==> config.mk <==
export PLATFORM = sky130hd
export DESIGN_NAME = evt_streamer_top
export DESIGN_NICKNAME = d
export VERILOG_FILES = /design/src/design/evt_streamer_pkg.sv /design/src/design/evt_streamer_top.sv /design/src/design/tcdm_arbiter.sv /design/src/design/evt_store_engine.sv /design/src/design/evt_load_engine.sv /design/src/design/evt_streamer_ctrl.sv
export SDC_FILE = /design/constraint.sdc
export NUM_CORES = 1
export LEC_CHECK = 0
export BUFFER_PORTS_ARGS = -buffer_cell sky130_fd_sc_hd__buf_2
export CAP_MARGIN = 30
export CELL_PAD_IN_SITES_DETAIL_PLACEMENT = 1
export CELL_PAD_IN_SITES_GLOBAL_PLACEMENT = 1
export CORE_UTILIZATION = 43
export CTS_BUF_LIST = sky130_fd_sc_hd__clkbuf_8
export DETAILED_ROUTE_END_ITERATION = 16
export PLACE_DENSITY_LB_ADDON = 0.1
export SETUP_SLACK_MARGIN = 0.1
export SYNTH_ARGS = -nofsm -noshare
export SYNTH_HDL_FRONTEND = slang
export SYNTH_HIERARCHICAL = 1
export SYNTH_SLANG_ARGS = --single-unit
export TNS_END_PERCENT = 10
==> constraint.sdc <==
create_clock -name system_clk_i -period 9.1 [get_ports system_clk_i]
set_input_delay 0.91 -clock system_clk_i [delete_from_list [all_inputs] [get_ports system_clk_i]]
set_output_delay 0.91 -clock system_clk_i [all_outputs]
set_load 0.005 [all_outputs]
==> src/design/evt_streamer_pkg.sv <==
`default_nettype none

package evt_streamer_pkg;

  // status word width, low bits carry end flag and state code
  localparam int unsigned STATUS_W = 32;

  typedef logic [31:0] evt_word_t;

  typedef enum logic [3:0] {
    RESET        = 4'd0,
    IDLE         = 4'd1,
    LOAD         = 4'd2,
    STREAM_IN    = 4'd3,
    STREAM_PAUSE = 4'd4,
    STORE        = 4'd5,
    STREAM_OUT   = 4'd6,
    TRANSFER_END = 4'd7
  } streamer_state_e;

  typedef struct packed {
    logic        armed;
    logic        sw_trigger;
    logic        ext_trigger_en;
    // 1 = load, 0 = store
    logic        op_load;
    // 1 = end address, 0 = transaction size
    logic        end_by_addr;
    logic        ptr_sel;
    logic        irq_en;
    logic [3:0]  irq_compare;
    logic [31:0] start_addr;
    logic [31:0] addr_step;
    logic [31:0] end_addr;
    logic [31:0] tran_size;
  } streamer_cfg_t;

  // whole-word accesses only
  typedef struct packed {
    logic        req;
    logic        we;
    logic [31:0] addr;
    evt_word_t   wdata;
  } tcdm_req_t;

  typedef struct packed {
    logic        gnt;
    logic        r_valid;
    evt_word_t   rdata;
  } tcdm_rsp_t;

endpackage

`default_nettype wire
==> src/design/evt_streamer_top.sv <==
`timescale 1ns/1ns
`default_nettype none

module evt_streamer_top import evt_streamer_pkg::*; #(
  parameter int unsigned MAX_OUTSTANDING = 4
) (
  input  logic                system_clk_i,
  input  logic                system_rst_ni,
  input  logic                evt_i,
  input  streamer_cfg_t       cfg_i,
  output tcdm_req_t           tcdm_req_o,
  input  tcdm_rsp_t           tcdm_rsp_i,
  output logic                src_valid_o,
  output evt_word_t           src_evt_o,
  input  logic                src_ready_i,
  input  logic                dst_valid_i,
  input  evt_word_t           dst_evt_i,
  output logic                dst_ready_o,
  output logic [STATUS_W-1:0] status_o,
  output logic                irq_o
);

  logic        load_active;
  logic        store_active;
  logic [31:0] addr;
  logic        load_step;
  logic        store_step;
  logic        reads_idle;
  tcdm_req_t   load_req;
  tcdm_req_t   store_req;
  logic        load_gnt;
  logic        store_gnt;
  tcdm_rsp_t   load_rsp;

  evt_streamer_ctrl ctrl_inst (
    .system_clk_i   (system_clk_i),
    .system_rst_ni  (system_rst_ni),
    .evt_i          (evt_i),
    .cfg_i          (cfg_i),
    .load_step_i    (load_step),
    .store_step_i   (store_step),
    .reads_idle_i   (reads_idle),
    .load_active_o  (load_active),
    .store_active_o (store_active),
    .addr_o         (addr),
    .status_o       (status_o),
    .irq_o          (irq_o)
  );

  evt_load_engine #(
    .MAX_OUTSTANDING (MAX_OUTSTANDING)
  ) load_inst (
    .system_clk_i  (system_clk_i),
    .system_rst_ni (system_rst_ni),
    .active_i      (load_active),
    .addr_i        (addr),
    .req_o         (load_req),
    .gnt_i         (load_gnt),
    .rsp_i         (load_rsp),
    .step_o        (load_step),
    .reads_idle_o  (reads_idle),
    .src_valid_o   (src_valid_o),
    .src_evt_o     (src_evt_o),
    .src_ready_i   (src_ready_i)
  );

  evt_store_engine store_inst (
    .system_clk_i  (system_clk_i),
    .system_rst_ni (system_rst_ni),
    .active_i      (store_active),
    .addr_i        (addr),
    .req_o         (store_req),
    .gnt_i         (store_gnt),
    .step_o        (store_step),
    .dst_valid_i   (dst_valid_i),
    .dst_evt_i     (dst_evt_i),
    .dst_ready_o   (dst_ready_o)
  );

  tcdm_arbiter #(
    .MAX_OUTSTANDING (MAX_OUTSTANDING)
  ) arbiter_inst (
    .system_clk_i  (system_clk_i),
    .system_rst_ni (system_rst_ni),
    .load_req_i    (load_req),
    .store_req_i   (store_req),
    .load_gnt_o    (load_gnt),
    .store_gnt_o   (store_gnt),
    .load_rsp_o    (load_rsp),
    .mem_req_o     (tcdm_req_o),
    .mem_rsp_i     (tcdm_rsp_i)
  );

endmodule

`default_nettype wire

==> src/design/tcdm_arbiter.sv <==
`timescale 1ns/1ns
`default_nettype none

module tcdm_arbiter import evt_streamer_pkg::*; #(
  parameter int unsigned MAX_OUTSTANDING = 4
) (
  input  logic      system_clk_i,
  input  logic      system_rst_ni,
  input  tcdm_req_t load_req_i,
  input  tcdm_req_t store_req_i,
  output logic      load_gnt_o,
  output logic      store_gnt_o,
  output tcdm_rsp_t load_rsp_o,
  output tcdm_req_t mem_req_o,
  input  tcdm_rsp_t mem_rsp_i
);

  localparam int unsigned CNT_W = $clog2(MAX_OUTSTANDING + 1);

  logic             last_store_q;
  logic             sel_store;
  logic             mem_fire;
  logic [CNT_W-1:0] pending_q;

  // on contention the engine that did not win last time goes first
  assign sel_store   = store_req_i.req && (!load_req_i.req || !last_store_q);
  assign mem_req_o   = sel_store ? store_req_i : load_req_i;
  assign mem_fire    = mem_req_o.req && mem_rsp_i.gnt;
  assign load_gnt_o  = load_req_i.req && !sel_store && mem_rsp_i.gnt;
  assign store_gnt_o = sel_store && mem_rsp_i.gnt;

  always_ff @(posedge system_clk_i or negedge system_rst_ni) begin
    if (!system_rst_ni) begin
      last_store_q <= 1'b0;
    end else if (mem_fire) begin
      last_store_q <= sel_store;
    end
  end

  // reads in flight, all of them belong to the load engine
  always_ff @(posedge system_clk_i or negedge system_rst_ni) begin
    if (!system_rst_ni) begin
      pending_q <= '0;
    end else if (mem_fire && !mem_req_o.we && !mem_rsp_i.r_valid) begin
      pending_q <= pending_q + 1'b1;
    end else if (!(mem_fire && !mem_req_o.we) && mem_rsp_i.r_valid) begin
      pending_q <= pending_q - 1'b1;
    end
  end

  always_comb begin
    load_rsp_o.gnt     = load_gnt_o;
    load_rsp_o.r_valid = mem_rsp_i.r_valid && (pending_q != '0);
    load_rsp_o.rdata   = mem_rsp_i.rdata;
  end

  a_rvalid_has_owner: assert property (@(posedge system_clk_i) disable iff (!system_rst_ni)
    mem_rsp_i.r_valid |-> pending_q != '0);

endmodule

`default_nettype wire

==> src/design/evt_store_engine.sv <==
`timescale 1ns/1ns
`default_nettype none

module evt_store_engine import evt_streamer_pkg::*; (
  input  logic        system_clk_i,
  input  logic        system_rst_ni,
  input  logic        active_i,
  input  logic [31:0] addr_i,
  output tcdm_req_t   req_o,
  input  logic        gnt_i,
  output logic        step_o,
  input  logic        dst_valid_i,
  input  evt_word_t   dst_evt_i,
  output logic        dst_ready_o
);

  logic write_req;

  assign write_req = active_i && dst_valid_i;

  always_comb begin
    req_o.req   = write_req;
    req_o.we    = 1'b1;
    req_o.addr  = addr_i;
    req_o.wdata = dst_evt_i;
  end

  // stream word is taken when memory accepts the write
  assign dst_ready_o = write_req && gnt_i;
  assign step_o      = dst_ready_o;

  // a grant only answers a write that was asked for
  a_gnt_has_req: assert property (@(posedge system_clk_i) disable iff (!system_rst_ni)
    gnt_i |-> write_req);

endmodule

`default_nettype wire

==> src/design/evt_load_engine.sv <==
`timescale 1ns/1ns
`default_nettype none

module evt_load_engine import evt_streamer_pkg::*; #(
  parameter int unsigned MAX_OUTSTANDING = 4
) (
  input  logic        system_clk_i,
  input  logic        system_rst_ni,
  input  logic        active_i,
  input  logic [31:0] addr_i,
  output tcdm_req_t   req_o,
  input  logic        gnt_i,
  input  tcdm_rsp_t   rsp_i,
  output logic        step_o,
  output logic        reads_idle_o,
  output logic        src_valid_o,
  output evt_word_t   src_evt_o,
  input  logic        src_ready_i
);

  localparam int unsigned CNT_W = $clog2(MAX_OUTSTANDING + 1);

  logic [CNT_W-1:0] outstanding_q;
  logic             pause_valid_q;
  evt_word_t        pause_q;
  logic             can_issue;

  // no new read while the stream stalls or a paused word waits
  assign can_issue = active_i && src_ready_i && !pause_valid_q &&
                     (outstanding_q < CNT_W'(MAX_OUTSTANDING));

  always_comb begin
    req_o.req   = can_issue;
    req_o.we    = 1'b0;
    req_o.addr  = addr_i;
    req_o.wdata = '0;
  end

  assign step_o = can_issue && gnt_i;

  always_ff @(posedge system_clk_i or negedge system_rst_ni) begin
    if (!system_rst_ni) begin
      outstanding_q <= '0;
    end else if (step_o && !rsp_i.r_valid) begin
      outstanding_q <= outstanding_q + 1'b1;
    end else if (!step_o && rsp_i.r_valid) begin
      outstanding_q <= outstanding_q - 1'b1;
    end
  end

  // returning word parked while the stream is stalled
  always_ff @(posedge system_clk_i or negedge system_rst_ni) begin
    if (!system_rst_ni) begin
      pause_valid_q <= 1'b0;
    end else if (rsp_i.r_valid && !src_ready_i) begin
      pause_valid_q <= 1'b1;
    end else if (pause_valid_q && src_ready_i) begin
      pause_valid_q <= 1'b0;
    end
  end

  always_ff @(posedge system_clk_i) begin
    if (rsp_i.r_valid && !src_ready_i) begin
      pause_q <= rsp_i.rdata;
    end
  end

  assign src_valid_o  = pause_valid_q || rsp_i.r_valid;
  assign src_evt_o    = pause_valid_q ? pause_q : rsp_i.rdata;
  assign reads_idle_o = (outstanding_q == '0) && !pause_valid_q;

  a_outstanding_bound: assert property (@(posedge system_clk_i) disable iff (!system_rst_ni)
    outstanding_q <= CNT_W'(MAX_OUTSTANDING));

  // a read return on top of a parked word would be dropped
  a_no_return_while_paused: assert property (@(posedge system_clk_i)
    disable iff (!system_rst_ni) pause_valid_q |-> !rsp_i.r_valid);

endmodule

`default_nettype wire

==> src/design/evt_streamer_ctrl.sv <==
`timescale 1ns/1ns
`default_nettype none

module evt_streamer_ctrl import evt_streamer_pkg::*; (
  input  logic                system_clk_i,
  input  logic                system_rst_ni,
  input  logic                evt_i,
  input  streamer_cfg_t       cfg_i,
  input  logic                load_step_i,
  input  logic                store_step_i,
  input  logic                reads_idle_i,
  output logic                load_active_o,
  output logic                store_active_o,
  output logic [31:0]         addr_o,
  output logic [STATUS_W-1:0] status_o,
  output logic                irq_o
);

  streamer_state_e state_q, state_d;
  logic        trigger;
  logic        addr_init;
  logic        step;
  logic [31:0] addr_q;
  logic [31:0] tran_cnt_q;
  logic        addr_done_q;
  logic        transfer_end;
  logic [15:0] trans_ptr;

  // external event overrides the software trigger when enabled
  assign trigger = cfg_i.ext_trigger_en ? evt_i : cfg_i.sw_trigger;

  always_ff @(posedge system_clk_i or negedge system_rst_ni) begin
    if (!system_rst_ni) begin
      state_q <= RESET;
    end else begin
      state_q <= state_d;
    end
  end

  always_comb begin
    state_d = state_q;
    case (state_q)
      RESET: begin
        if (cfg_i.armed) begin
          state_d = IDLE;
        end
      end
      IDLE: begin
        if (trigger) begin
          state_d = cfg_i.op_load ? LOAD : STORE;
        end
      end
      LOAD: begin
        state_d = STREAM_IN;
      end
      STREAM_IN: begin
        if (transfer_end) begin
          state_d = reads_idle_i ? TRANSFER_END : STREAM_PAUSE;
        end
      end
      // tail of a load, reads in flight and the pause buffer drain here
      STREAM_PAUSE: begin
        if (reads_idle_i) begin
          state_d = TRANSFER_END;
        end
      end
      STORE: begin
        state_d = STREAM_OUT;
      end
      STREAM_OUT: begin
        if (transfer_end) begin
          state_d = TRANSFER_END;
        end
      end
      TRANSFER_END: begin
        if (!trigger) begin
          state_d = IDLE;
        end
      end
      default: begin
        state_d = IDLE;
      end
    endcase
  end

  assign addr_init      = (state_q == LOAD) || (state_q == STORE);
  assign step           = load_step_i || store_step_i;
  assign load_active_o  = (state_q == STREAM_IN) && !transfer_end;
  assign store_active_o = (state_q == STREAM_OUT) && !transfer_end;
  assign addr_o         = addr_q;

  always_ff @(posedge system_clk_i or negedge system_rst_ni) begin
    if (!system_rst_ni) begin
      addr_q      <= '0;
      tran_cnt_q  <= '0;
      addr_done_q <= 1'b0;
    end else if (addr_init) begin
      addr_q      <= cfg_i.start_addr;
      tran_cnt_q  <= '0;
      addr_done_q <= 1'b0;
    end else if (step) begin
      addr_q      <= addr_q + cfg_i.addr_step;
      tran_cnt_q  <= tran_cnt_q + 32'd1;
      // the access at or past end_addr is the last one
      addr_done_q <= addr_done_q || (addr_q >= cfg_i.end_addr);
    end
  end

  assign transfer_end = cfg_i.end_by_addr ? addr_done_q : (tran_cnt_q > cfg_i.tran_size);

  // debug pointer in the upper half of the status word
  assign trans_ptr = cfg_i.ptr_sel ? addr_q[15:0] : tran_cnt_q[15:0];

  always_comb begin
    status_o        = '0;
    status_o[3:0]   = state_q;
    status_o[4]     = transfer_end;
    status_o[31:16] = trans_ptr;
  end

  always_ff @(posedge system_clk_i or negedge system_rst_ni) begin
    if (!system_rst_ni) begin
      irq_o <= 1'b0;
    end else begin
      irq_o <= cfg_i.irq_en && (cfg_i.irq_compare == status_o[3:0]);
    end
  end

  // engines only step while the FSM lets them
  a_step_only_active: assert property (@(posedge system_clk_i) disable iff (!system_rst_ni)
    (!load_step_i || load_active_o) && (!store_step_i || store_active_o));

endmodule

`default_nettype wire

==> Flow_metrics.wiki <==
{| class="wikitable"
! Metric !! Value
|-
| Layout Area Growth over Synthesis || 8.632%
|-
| Wirelength, routed || between 30000 and 40000 µm
|-
| Setup TNS || 0 ns
|-
| Worst supply voltage drop on vdd || about 100 µV
|-
| Number of vias in the routed layout || 8679
|-
| Final GP Congestion || around 0.86
|-
| Floorplan core area || 25040 µm²
|-
| Synth Warn # || 6
|-
| Number of input and output port buffers inserted || 330
|-
| Vias per Instance || roughly 5.1
|-
| Cells along the critical path || buf_2, inv_1, ha_1, nor2b_1, o21a_1, o21ai_0, a21oi_1, nor3_1, o221ai_1, a21oi_1, a221o_1, and4b_1, and2_1, a21boi_4, buf_4, mux2_2, buf_2
|-
| Critical Path Source || cfg_i[1]
|-
| Die area || ~26000 µm²
|-
| Die X || about 160 µm
|-
| Final hold slack || about 0.49 ns
|-
| Unrepaired setup endpoints after global routing || no
|-
| Layout cell share with drive strength beyond 1 || 36.00%
|-
| Post-CTS Hold Buffers || 0
|-
| Number of nets at the end of the flow || between 1500 and 2000
|-
| Clock transition at path regs || approximately 0.13 ns
|-
| Arrival @ worst endpoint || 5.22 ns
|-
| Final worst path period share || 67.39%
|-
| Crit path required time || about 8.2 ns
|-
| Critical path's slowest cell || a21boi_4
|-
| Post-cts gate resize count || 0
|-
| Launching point of the worst reg2reg path || ctrl_inst/tran_cnt_q[1]$_DFFE_PN0P_
|-
| Endpoint class of the critical path || output port
|-
| Clk buf depth || 2
|-
| Result of the run || complete, no violations
|-
| Post-detailed-route DRC marker count || 0
|-
| Critical path fanouts, max || a little over 50
|-
| Type of the tightest min-delay check || in2async
|-
| Root buffer cell || clkbuf_8
|-
| Clock tree skew after final layout || between 0.01 and 0.015 ns
|-
| Overall fraction of global-route tracks in use || about 23%
|-
| FF/Latch Area || between 2000 and 3000 µm²
|-
| Number of hold violations in the final report || 0
|-
| Fillers || just over 3000
|-
| I/O pin count || around 340
|-
| Starting Density || approximately 44%
|-
| Combined area of all synthesized cells || between 10000 and 15000 µm²
|-
| Final period demand of the worst path || 6.132 ns
|-
| Clock tree from TritonCTS || done
|-
| Normalized max-slew margin || a little over a third
|-
| Multi-input gate area in the final layout || 6317 µm²
|-
| Max frequency || about 160 MHz
|-
| Placed wire-length estimate || about 24000 µm
|-
| Number of global-route vias before repair || 9004
|-
| GRT Residual Overflow || 0
|-
| Setup Fix Bufs, Post-CTS || 0
|-
| Initial antenna violation count || 1
|-
| Power Density || 222.1 nW/µm²
|-
| Detailed router's first-iteration violation count || 298
|-
| Delay of the slowest cell on the worst path || approximately 0.77 ns
|-
| First-pass GRT wire length || between 40000 and 50000 µm
|-
| Final-report setup violation count || 0
|-
| Number of placement rows || just under 60
|-
| Worst Setup Path Type || in2out
|-
| Later-pin clock latency in the skew report || slightly above 0.4 ns
|-
| Number of clock sinks seen by CTS || between 100 and 150
|-
| CTS H-Tree Depth || 3
|-
| Avg Inst Size Synth || 9.181 µm²
|-
| Length of the first detailed-routing pass in iterations || 6
|-
| Max-capacitance violation count || 0
|-
| Vertical extent of the die || approximately 160 µm
|-
| Leakage power || 0.006098 µW
|-
| Startpoint type of the worst setup path || primary input
|-
| Cts bufs inserted || 9
|-
| Drt wl/cell || ~18 µm
|-
| Slew Viols, Final || 0
|-
| Worst-margin pin slew || ~0.95 ns
|-
| Cell count after synthesis || 1192
|-
| Final antenna-violating net count || 0
|-
| Maximum number of pins on one net before global-route repair || 52
|}
where the power goes:
part / switching (µW) / internal [µW] / total, µW / leakage (µW)
logic: 784 / 728 / 1510 / 0.00471
clock network: 219 / 115 / 333 / 0.000108
registers: 179 / 616 / 795 / 0.00128
total: 1180 / 1460 / 2640 / 0.00610
flip-flops by register name, summed over array words and instances, names as in the netlist:
signal / count
ctrl_inst/addr_o: 32
ctrl_inst/tran_cnt_q: 32
load_inst/pause_q: 32
arbiter_inst/pending_q: 3
ctrl_inst/state_q: 3
load_inst/outstanding_q: 3
arbiter_inst/last_store_q: 1
ctrl_inst/addr_done_q: 1
ctrl_inst/irq_o: 1
load_inst/pause_valid_q: 1
final cells by class:
| cell class | count | area share [%] |
|---|---|---|
| antenna | 1 | 0.02105 |
| clock buffer | 9 | 1.042 |
| clock inverter | 7 | 0.7893 |
| inverter | 88 | 2.778 |
| multi-input combinational | 825 | 53.14 |
| sequential | 109 | 24.30 |
| tap | 330 | 3.473 |
| timing repair buffer | 337 | 14.46 |
per-layer routing:
layer / wire length [µm] / GRT usage [%] / up-vias
met2: 14900 / 42.07 / 226
met1: 12850 / 27.97 / 4163
met3: 1782 / 4.366 / 29
met4: 503 / 6.046 / 2
met5: 8 / 0 / -
li1: - / - / 4259
worst max-delay path, delay by kind of cell:
kind | cells | cell delay, ns
adder cells (fa/ha/maj) | 1 | 0.30
AND/OR/NAND/NOR | 4 | 0.89
buffers and inverters | 4 | 0.98
multiplexers | 1 | 0.41
AO/OA/AOI/OAI | 7 | 1.71
cells in the final DEF (no fill, tap or decap), types with 5 or more instances in the layout:
cell / instances
buf_2: 329
ha_1: 98
inv_1: 88
nor2_1: 86
a21oi_1: 80
dfrtp_1: 76
nand2_1: 66
mux2_4: 58
mux2_2: 56
conb_1: 46
o21ai_0: 41
xor2_1: 36
edfxtp_1: 32
a21o_1: 30
xnor2_1: 25
nand4_1: 22
nand3_1: 18
a31oi_1: 13
nor2b_1: 12
nor3_1: 12
and3_1: 11
clkbuf_8: 9
a211oi_1: 9
o21ai_1: 9
o21a_1: 8
and2_1: 8
nand2b_1: 8
buf_4: 7
or2_2: 6
o211ai_1: 5
or3_1: 5
path summary, 6_finish.rpt:
check | cells past startpoint | endpoint | slack, ns
setup / recovery | 17 | tcdm_req_o[32] | 2.97
max in group asynchronous | 2 | ctrl_inst/state_q[1]$_DFFE_PN0P_ | 7.65
hold reg to reg | 1 | arbiter_inst/pending_q[2]$_DFFE_PN0P_ | 0.49
setup reg to reg | 24 | ctrl_inst/tran_cnt_q[28]$_DFFE_PN0P_ | 3.12
min in group system_clk_i | 1 | arbiter_inst/pending_q[2]$_DFFE_PN0P_ | 0.49
hold / removal | 1 | arbiter_inst/pending_q[0]$_DFFE_PN0P_ | 0.49
stage by stage:
step	utilization, %	cell area (µm²)	setup slack (ns)	cells	power (µW)
2_1_floorplan	-	11110	3.980	1235	2047
3_3_place_gp	46.53	11650	2.709	1688	2289
3_5_place_dp	46.61	11670	2.509	1689	2323
4_1_cts	47.48	11890	2.885	1705	2672
5_1_grt	47.48	11890	2.445	1705	2877
6_report	47.49	11890	2.968	1706	2641
(Power assumes the default switching activity.)
